<file path="config.mk">
export PLATFORM = sky130hd
export DESIGN_NAME = pad_ring_top
export DESIGN_NICKNAME = d
export VERILOG_FILES = /design/src/verilog/pad_pkg.sv /design/src/verilog/pad_config.sv /design/src/verilog/pad_cell.sv /design/src/verilog/fault_recorder.sv /design/src/verilog/pad_ring_top.sv
export VERILOG_INCLUDE_DIRS = /design/src /design/src/verilog
export SDC_FILE = /design/constraint.sdc
export NUM_CORES = 1
export LEC_CHECK = 0
export BUFFER_PORTS_ARGS = -buffer_cell sky130_fd_sc_hd__clkbuf_2
export CORE_MARGIN = 2
export CORE_UTILIZATION = 32
export CTS_BUF_LIST = sky130_fd_sc_hd__clkbuf_8
export DETAILED_ROUTE_END_ITERATION = 7
export GPL_TIMING_DRIVEN = 1
export PLACE_DENSITY = 0.53
export SLEW_MARGIN = 20
export SYNTH_ARGS = -nofsm -noshare
export SYNTH_HDL_FRONTEND = slang
export SYNTH_SLANG_ARGS = --single-unit
</file>
<file path="constraint.sdc">
create_clock -name clk_i -period 2.71 [get_ports clk_i]
set_input_delay 0.1355 -clock clk_i [delete_from_list [all_inputs] [get_ports clk_i]]
set_output_delay 0.1355 -clock clk_i [all_outputs]
set_load 0.05 [all_outputs]
</file>
<file path="src/verilog/pad_defs.svh">
// ================================================
// Pad ring sizing macros.
// Pad count and the width of a pad index.
// ================================================

`ifndef PAD_DEFS_SVH
`define PAD_DEFS_SVH

// Number of pads in the ring, at least 2.
`define PAD_NUM 8

// Width of a pad index, the base-2 log of PAD_NUM rounded up.
`define PAD_IDX_W 3

`endif

</file>
<file path="src/verilog/pad_pkg.sv">
// ================================================
// Pad ring types.
// Pad modes and configuration opcodes.
// ================================================

package pad_pkg;

  // Operating mode of one pad.
  typedef enum logic [1:0] {
    PAD_OFF        = 2'd0,
    PAD_PUSH_PULL  = 2'd1,
    PAD_OPEN_DRAIN = 2'd2,
    PAD_LOOPBACK   = 2'd3
  } pad_mode_e;

  // Command carried by a configuration write.
  typedef enum logic [1:0] {
    CFG_NOP          = 2'd0,
    CFG_SET_MODE     = 2'd1,
    CFG_CLEAR_FAULTS = 2'd2
  } cfg_op_e;

endpackage

</file>
<file path="src/verilog/pad_config.sv">
// ================================================
// Pad configuration block.
// Holds the mode of every pad and turns configuration
// writes into mode updates and a fault clear pulse.
// ================================================

`timescale 1ns/1ps

`include "pad_defs.svh"

module pad_config (
  input  logic                  clk_i,
  input  logic                  rst_ni,
  input  logic                  cfg_we_i,
  input  pad_pkg::cfg_op_e      cfg_op_i,
  input  logic [`PAD_IDX_W-1:0] cfg_idx_i,
  input  pad_pkg::pad_mode_e    cfg_mode_i,
  output pad_pkg::pad_mode_e    mode_o [`PAD_NUM],
  output logic                  clear_o
);
  import pad_pkg::*;

  // One mode register per pad.
  pad_mode_e mode_q [`PAD_NUM];
  // Registered clear pulse towards the recorder.
  logic      clear_q;

  // Decoded write commands.
  logic      set_mode;
  logic      clear_req;

  // Opcode decode, only qualified by the write strobe.
  always_comb begin
    set_mode  = 1'b0;
    clear_req = 1'b0;
    unique case (cfg_op_i)
      CFG_NOP:          ;
      CFG_SET_MODE:     set_mode  = cfg_we_i;
      CFG_CLEAR_FAULTS: clear_req = cfg_we_i;
      default:          ;
    endcase
  end

  // Mode registers; the new mode applies from the next cycle.
  always_ff @(posedge clk_i or negedge rst_ni) begin
    if (!rst_ni) begin
      for (int i = 0; i < `PAD_NUM; i++) begin
        mode_q[i] <= PAD_OFF;
      end
    end else begin
      for (int i = 0; i < `PAD_NUM; i++) begin
        // An index beyond the ring matches no pad.
        if (set_mode && (int'(cfg_idx_i) == i)) begin
          mode_q[i] <= cfg_mode_i;
        end
      end
    end
  end

  // The clear pulse lasts one cycle per strobed command.
  always_ff @(posedge clk_i or negedge rst_ni) begin
    if (!rst_ni) begin
      clear_q <= 1'b0;
    end else begin
      clear_q <= clear_req;
    end
  end

  assign mode_o  = mode_q;
  assign clear_o = clear_q;

  // A strobed mode write must address an existing pad.
  a_idx_in_range : assert property (@(posedge clk_i) disable iff (!rst_ni)
    set_mode |-> (int'(cfg_idx_i) < `PAD_NUM));

endmodule

</file>
<file path="src/verilog/pad_cell.sv">
// ================================================
// Pad cell.
// Resolves the wired-AND line for its mode, feeds the
// core input, retimes loopback and flags contention.
// ================================================

`timescale 1ns/1ps

module pad_cell (
  input  logic               clk_i,
  input  logic               rst_ni,
  input  pad_pkg::pad_mode_e mode_i,
  input  logic               core_out_i,
  input  logic               core_oe_i,
  input  logic               ext_i,
  output logic               pad_o,
  output logic               core_in_o,
  output logic               fault_o
);
  import pad_pkg::*;

  // Value the pad itself puts on the line, 1 means released.
  logic pad_drive;
  // Loopback retiming stage.
  logic loop_q;
  // Drive contention in the current cycle.
  logic contention;
  // Registered contention pulse.
  logic fault_q;

  // Drive per mode.
  always_comb begin
    pad_drive = 1'b1;
    unique case (mode_i)
      PAD_OFF:        pad_drive = 1'b1;
      PAD_PUSH_PULL:  pad_drive = core_oe_i ? core_out_i : 1'b1;
      // Open drain only ever pulls low.
      PAD_OPEN_DRAIN: pad_drive = ~(core_oe_i & ~core_out_i);
      // Loopback releases the line.
      PAD_LOOPBACK:   pad_drive = 1'b1;
      default:        pad_drive = 1'b1;
    endcase
  end

  // The line is the wired-AND of both drivers.
  assign pad_o = pad_drive & ext_i;

  // Pad high against a device pulling low.
  assign contention = (mode_i == PAD_PUSH_PULL) & core_oe_i & core_out_i & ~ext_i;

  // Loopback register samples the core output every cycle,
  // so the first loopback cycle already sees the previous value.
  always_ff @(posedge clk_i or negedge rst_ni) begin
    if (!rst_ni) begin
      loop_q <= 1'b1;
    end else begin
      loop_q <= core_out_i;
    end
  end

  // Contention pulse, one cycle behind the condition.
  always_ff @(posedge clk_i or negedge rst_ni) begin
    if (!rst_ni) begin
      fault_q <= 1'b0;
    end else begin
      fault_q <= contention;
    end
  end

  // Core sees the line, or its own output in loopback.
  assign core_in_o = (mode_i == PAD_LOOPBACK) ? loop_q : pad_o;
  assign fault_o   = fault_q;

  // In loopback the line is left to the device.
  a_loopback : assert property (@(posedge clk_i) disable iff (!rst_ni)
    (mode_i == PAD_LOOPBACK) |-> (pad_o == ext_i));

  // Open drain cannot fight the line, so no fault follows it.
  a_no_od_fault : assert property (@(posedge clk_i) disable iff (!rst_ni)
    (mode_i == PAD_OPEN_DRAIN) |=> !fault_o);

endmodule

</file>
<file path="src/verilog/fault_recorder.sv">
// ================================================
// Fault recorder.
// Sticky per-pad contention flags with a pulse on
// every newly recorded fault and a clear command.
// ================================================

`timescale 1ns/1ps

`include "pad_defs.svh"

module fault_recorder (
  input  logic                clk_i,
  input  logic                rst_ni,
  input  logic [`PAD_NUM-1:0] fault_i,
  input  logic                clear_i,
  output logic [`PAD_NUM-1:0] fault_sticky_o,
  output logic                fault_new_o
);

  // Sticky fault flags.
  logic [`PAD_NUM-1:0] sticky_q;
  // Faults on pads not yet recorded.
  logic [`PAD_NUM-1:0] fresh;
  // One-cycle new-fault pulse.
  logic                new_q;

  assign fresh = fault_i & ~sticky_q;

  // Clear wins over any fault arriving in the same cycle.
  always_ff @(posedge clk_i or negedge rst_ni) begin
    if (!rst_ni) begin
      sticky_q <= '0;
      new_q    <= 1'b0;
    end else if (clear_i) begin
      sticky_q <= '0;
      new_q    <= 1'b0;
    end else begin
      sticky_q <= sticky_q | fault_i;
      // Repeats on an already flagged pad stay quiet.
      new_q    <= |fresh;
    end
  end

  assign fault_sticky_o = sticky_q;
  assign fault_new_o    = new_q;

  // A sticky bit only drops after a clear.
  a_sticky_hold : assert property (@(posedge clk_i) disable iff (!rst_ni)
    (|($past(sticky_q) & ~sticky_q)) |-> $past(clear_i));

endmodule

</file>
<file path="src/verilog/pad_ring_top.sv">
// ================================================
// Pad ring top level.
// Configuration block, one pad cell per pad and the
// shared fault recorder.
// ================================================

`timescale 1ns/1ps

`include "pad_defs.svh"

module pad_ring_top (
  input  logic                  clk_i,
  input  logic                  rst_ni,
  // Configuration writes.
  input  logic                  cfg_we_i,
  input  pad_pkg::cfg_op_e      cfg_op_i,
  input  logic [`PAD_IDX_W-1:0] cfg_idx_i,
  input  pad_pkg::pad_mode_e    cfg_mode_i,
  // Core side, one bit per pad.
  input  logic [`PAD_NUM-1:0]   core_out_i,
  input  logic [`PAD_NUM-1:0]   core_oe_i,
  // External devices, 1 means released.
  input  logic [`PAD_NUM-1:0]   ext_i,
  output logic [`PAD_NUM-1:0]   core_in_o,
  output logic [`PAD_NUM-1:0]   pad_o,
  // Fault reporting.
  output logic [`PAD_NUM-1:0]   fault_sticky_o,
  output logic                  fault_new_o
);
  import pad_pkg::*;

  // Mode of each pad from the configuration block.
  pad_mode_e           pad_mode [`PAD_NUM];
  // Clear pulse to the recorder.
  logic                fault_clear;
  // Contention pulses from the pad cells.
  logic [`PAD_NUM-1:0] pad_fault;

  pad_config u_pad_config (
    .clk_i      (clk_i),
    .rst_ni     (rst_ni),
    .cfg_we_i   (cfg_we_i),
    .cfg_op_i   (cfg_op_i),
    .cfg_idx_i  (cfg_idx_i),
    .cfg_mode_i (cfg_mode_i),
    .mode_o     (pad_mode),
    .clear_o    (fault_clear)
  );

  // One identical cell per pad.
  for (genvar p = 0; p < `PAD_NUM; p++) begin : g_pad
    pad_cell u_pad_cell (
      .clk_i      (clk_i),
      .rst_ni     (rst_ni),
      .mode_i     (pad_mode[p]),
      .core_out_i (core_out_i[p]),
      .core_oe_i  (core_oe_i[p]),
      .ext_i      (ext_i[p]),
      .pad_o      (pad_o[p]),
      .core_in_o  (core_in_o[p]),
      .fault_o    (pad_fault[p])
    );
  end

  fault_recorder u_fault_recorder (
    .clk_i          (clk_i),
    .rst_ni         (rst_ni),
    .fault_i        (pad_fault),
    .clear_i        (fault_clear),
    .fault_sticky_o (fault_sticky_o),
    .fault_new_o    (fault_new_o)
  );

endmodule

</file>
; ---- Yosys cells after proc, flatten, opt, wreduce, memory -nomap -nowiden
; Index checks and enable logic that the tools add are counted.
; W data, S select, Z words.
[totals]
ff_bits = 42
memories = 0
ramBits = 0
out_inout_bits = 25
in_bits = 34
latch_bits = 0
mem_bits_ro = 0
[classes]
n_lt_le_gt_ge = 0
mux = 28
addsub = 0
n_bitwise = 67
mul = 0
n_eq_ne = 33
n_reduce_logical = 26
n_div = 0
n_shift = 0
[ops]
columns = op, n
row1 = $and A1 B1 Y1, 40
row2 = $eq A2 B2 Y1 const B, 17
row3 = $not A1 Y1, 24
row4 = $pmux W1 S3, 8
row5 = $mux W1, 19
row6 = $eq A2 B1 Y1 const B, 9
row7 = $logic_not A2 Y1, 8
row8 = $reduce_or A2 Y1, 8
row9 = $eq A3 B3 Y1 const B, 4
row10 = $and A8 B8 Y8, 1
row11 = $logic_and A1 B1 Y1, 8
row12 = $mux W8, 1
row13 = $not A8 Y8, 1
row14 = $or A8 B8 Y8, 1
row15 = $reduce_or A8 Y1, 1
row16 = $eq A3 B2 Y1 const B, 2
row17 = $eq A3 B1 Y1 const B, 1
row18 = $logic_not A3 Y1, 1

; ---- Logic depth before layout (Yosys ltp)
[logic_depth]
ltp_word = 6
depth_mapped = 6
depth_no_buf = 5

; ---- By module
; A second synthesis with hierarchy kept.
[hier_totals]
cells_unflattened = 204
hier_area_um2 = 2396.0
[modules_own_cells]
columns = module, seq_area_each_um2, instances, area_each_um2, cells_per_inst
row1 = pad_cell, 51.3, 8, 163.9, 15
row2 = pad_config, 425.4, 1, 714.4, 46
row3 = fault_recorder, 225.2, 1, 370.4, 38

; ---- Least setup slack after synthesis
; Ideal clock, no wire load.
[synth_path]
path_kind = reg-to-output
startpoint = register u_pad_config.mode_q, in the netlist u_pad_config.mode_o[4]
endpoint = output pad_o[5]
arrival_ns = 1.183
path_slack_ns = 1.392
path_buffers = 1
path_stages_with_launch = 7
path_cell_list = dfrtp_1 inv_1 ha_1 inv_1 o22ai_1 and2_1 buf_4
[synth_via]
elab_chain_cells = 4
[synth_lines]
columns = item, line_no
row1 = "start, declared", pad_config.sv:24  ; pad_mode_e mode_q [`PAD_NUM];
row2 = "start signal, assigned by index", pad_config.sv:54  ; mode_q[i] <= cfg_mode_i;
row3 = $eq A2 B2 Y1 / $logic_not A2 Y1 (equally long branches), pad_cell.sv:34  ; unique case (mode_i)
row4 = $reduce_or A2 Y1 (no source line), --
row5 = $pmux W1 S3 *, pad_cell.sv:34
row6 = $and A1 B1 Y1 *, pad_cell.sv:46  ; assign pad_o = pad_drive & ext_i;
row7 = "end, declared", pad_ring_top.sv:25  ; output logic [`PAD_NUM-1:0] pad_o,
; Mark *: on every way between the ends. The rest lies on a longest branch, timed or not.

; ---- Worst setup path in the final report
[layout_path]
startpoint = register u_pad_config.mode_q, in the netlist u_pad_config.mode_o[10]
endpoint = output core_in_o[2]
[layout_via]
elab_chain_cells = 5
[layout_lines]
columns = item, line_no
row1 = $eq A2 B2 Y1 / $logic_not A2 Y1 (equally long branches), "pad_cell.sv:34, pad_cell.sv:71"
row2 = $reduce_or A2 Y1 (no source line), --
row3 = $pmux W1 S3, pad_cell.sv:34
row4 = $and A1 B1 Y1, pad_cell.sv:46
row5 = $mux W1 *, pad_cell.sv:71  ; assign core_in_o = (mode_i == PAD_LOOPBACK) ? loop_q : pad_o;
row6 = "end, declared", pad_ring_top.sv:24  ; output logic [`PAD_NUM-1:0] core_in_o,
; Marked as above.

==> flow_metrics.py <==
metrics = {
    "run_status": {
        "status": "complete, but fails checks",
        "violations": "hold timing",
    },
    "floorplanning": {
        "die_y_um": 90.2,
        "fp.dieW_um": 90.2,
        "dieArea_mm2": 0.00814,
        "fp-row-count": 31,
        "ios": 59,
        "core-area_mm2": 0.00721,
        "start_util_pct": 33.0,
    },
    "critical_path": {
        "cp_cell_sequence": "inv_1 > ha_1 > inv_1 > o22ai_1 > a22o_1 > clkbuf_2",
        "crit_path_end": "core_in_o[2]",
        "cp-start-kind": "flop",
        "slowest_stage": "dfrtp_1",
        "ff2ff_setup_slack_ns": 1.43,
        "worst-path-buf-inv": 3,
        "crit_path_start": "u_pad_config.mode_o[10]$_DFFE_PN0P_",
        "critPathKind": "reg2out",
        "crit_cells": 6,
        "crit_path_end_kind": "output pin",
        "cp_data_arrival_time_ns": 1.68,
        "r2r-start": "g_pad[5].u_pad_cell.fault_o$_DFF_PN0_",
        "reg2regPathDepth": 3,
        "cpLargestDelayFamily": "flip-flops",
        "reg2reg_to": "u_fault_recorder.fault_new_o$_DFF_PN0_",
        "max_stage_delay_ns": 0.39,
        "cp_max_fo": 4,
        "crit_path_frequent_cell": "inv_1",
        "worstPathRequired_ns": 2.57,
    },
    "place": {
        "placement.io_buffers": 58,
        "dpl.hpwl_um": 3520,
        "place.gp.congestion": 0.724,
        "dp_slack_ns": 1.21,
        "dpl_cell_area_mm2": 0.00268,
    },
    "detailed_routing": {
        "wl_met2_um": 2280,
        "first_pass_iters": 4,
        "vias": 1643,
        "drtAntennaViolNets": 0,
        "wl_per_cell_um": 12.3,
        "drt-met1-wl_um": 2030,
        "drt_iter0_drc": 43,
        "drc_errors": 0,
        "wl_met3_um": 229,
        "routed_via_density": 4.36,
        "dr.max_layer_used": "met4",
        "drt-total-wl_um": 4630,
    },
    "cts": {
        "clock-sinks": 42,
        "htree_levels": 2,
        "clk_root_buffer_cell": "clkbuf_8",
        "cts.clk_slew.worst_paths_ns": 0.08,
        "cts_made_buffers": 5,
        "cts_buffer_depth": 2,
        "cts_setup_buffers": 0,
        "clk_latency_ns": 0.29,
        "cts_tree": "yes",
    },
    "power": {
        "comb_power_share_pct": 39.0,
        "power.density_mw_per_mm2": 729,
        "p_sw_share_pct": 40.1,
        "clkPwrFrac_pct": 23.2,
        "ir_drop_mv": 0.299,
        "p_seq_share_pct": 37.8,
        "p_int_mw": 1.25,
        "leakagePower_nw": 1.51,
        "p_sw_mw": 0.838,
    },
    "timing": {
        "setup_viol": 0,
        "min_period_over_period_pct": 67.0,
        "finClkSkew_ns": 0.00523,
        "fin_setup_tns_ns": 0,
        "hold-worst-slack_ns": -0.0343,
        "maxClockFrequency_ghz": 0.551,
        "worstMarginPinSlew_ns": 0.920,
        "finalHoldViolCount": 34,
        "grt_setup_unrepaired": "false",
        "relSlewSlack_pct": 38.7,
        "slew_viol_final": 0,
        "min_period_ns": 1.82,
        "finalWorstSetupSlack_ns": 0.894,
    },
    "synth": {
        "synth_warnings": 0,
        "syn_nets": 278,
        "synth.distinct_cells": 25,
        "yosys_register_bits": 42,
        "synth_seq_area_share_pct": 44.6,
        "synth_cells": 220,
        "syn_area_per_cell_um2": 10.8,
        "synth_area_mm2": 0.00238,
    },
    "grt": {
        "overflow": 0,
        "grt_max_degree": 42,
        "track_usage_pct": 12.1,
        "grt_pass1_vias": 1667,
        "grt_pass1_wl_um": 7900,
        "antenna_found_initial": 0,
    },
    "layout": {
        "final_cell_mix": "57 x clkbuf_2, 34 x dfrtp_1, 31 x inv_1, 26 x nor2_1, 24 x ha_1",
        "final_net_count": 335,
        "antenna_cells": 0,
        "drive_gt1_share_pct": 33.8,
        "design_area_mm2": 0.00286,
        "mostFrequentLayoutCell": "clkbuf_2",
        "syn2layout_area_growth_pct": 20.3,
        "utilization_pct": 39.7,
    },
    "min_path": {
        "holdCritPathClass": "in2async",
    },
    "run": {
        "maxCapViolCount": 0,
    },
}
[per-layer routing]
| layer | track usage, % | up-vias |
|---|---|---|
| li1 | - | 821 |
| met1 | 15.3 | 781 |
| met2 | 19.9 | 34 |
| met3 | 2.93 | 7 |
| met4 | 5.00 | 0 |
| met5 | 0 | - |
[kinds of logic (layout without fill, tap and decap cells)]
logic type               count (synthesis)  after routing  synth area share [%]
AND/OR/NAND/NOR                         72             72                  19.1
flip-flops                              42             42                  44.6
AO/OA/AOI/OAI                           20             20                  6.31
buffers and inverters                   46            104                  9.78
adder cells (fa/ha/maj)                 24             24                  12.6
multiplexers                            16             16                  7.57
[cells in the mapped netlist]
cell type,count,area share [%]
dfrtp_1,34,36
inv_1,29,4.6
nor2_1,26,4.1
ha_1,24,13
nor2b_1,19,5.0
buf_4,16,5.0
mux2_2,16,7.6
a22o_1,8,2.9
and2_1,8,2.1
and4b_1,8,3.4
dfstp_2,8,8.8
o22ai_1,8,2.1
a22oi_1,2,0.63
nand2_1,2,0.32
nand3b_1,2,0.63
a2111oi_0,1,0.37
a31oi_1,1,0.26
and3b_2,1,0.42
and4bb_2,1,0.53
clkbuf_1,1,0.16
nand2b_1,1,0.26
nand4b_4,1,1.0
nor2b_4,1,0.58
nor3b_1,1,0.32
nor3b_2,1,0.53
[sequential cells by signal (all words and copies together), names as in the netlist]
register,count
u_pad_config.mode_o,16
u_pad_config.clear_o,1
u_fault_recorder.fault_new_o,1
g_pad.u_pad_cell.loop_q,8
g_pad.u_pad_cell.fault_o,8
u_fault_recorder.fault_sticky_o,8
[metrics by stage]
| stage | hold slack, ns | std cells | total power, mW |
|---|---|---|---|
| global placement | 0.247 | 361 | 1.60 |
| floorplan | -0.160 | 220 | 1.50 |
| finish | -0.0343 | 377 | 2.09 |
| detailed placement | 0.248 | 361 | 1.62 |
| CTS | 0.0580 | 377 | 2.12 |
| global route | 0.0625 | 377 | 2.22 |
[power groups by stage]
stage | registers [mW] | clock network [mW] | logic [mW]
finish | 0.789 | 0.484 | 0.814
detailed placement | 0.803 | 0 | 0.813
global route | 0.807 | 0.522 | 0.894
CTS | 0.791 | 0.507 | 0.825
global placement | 0.798 | 0 | 0.801
floorplan | 0.873 | 0 | 0.629
[repair_timing]
item / CTS / global route
hold endpoints to repair: 8 / 0
setup endpoints to repair: 0 / 0
resized for setup: 0 / 0
hold buffers: 8 / 0
[worst min-delay path by stage]
stage | from | end | slack [ns] | cells past startpoint
after global routing | rst_ni | u_pad_config.mode_o[12]$_DFFE_PN0P_ | 0.06 | 1
after CTS | rst_ni | u_pad_config.mode_o[2]$_DFFE_PN0P_ | 0.06 | 1
after global placement | core_out_i[0] | g_pad[0].u_pad_cell.loop_q$_DFF_PN1_ | 0.25 | 1
final | rst_ni | u_pad_config.mode_o[10]$_DFFE_PN0P_ | -0.03 | 1
after detailed placement | core_out_i[5] | g_pad[5].u_pad_cell.loop_q$_DFF_PN1_ | 0.25 | 1
after floorplan | rst_ni | g_pad[0].u_pad_cell.fault_o$_DFF_PN0_ | -0.16 | 0
[cell type report]
type	instances	area, um2
fillers	737	4350
inverters	29	109
multi-input cells	132	1090
repair buffers	67	378
clock inverters	3	37.5
flip-flops and latches	42	1060
well taps	99	124
clock buffers	5	68.8
No activity file was read; power rests on OpenSTA's default activity.
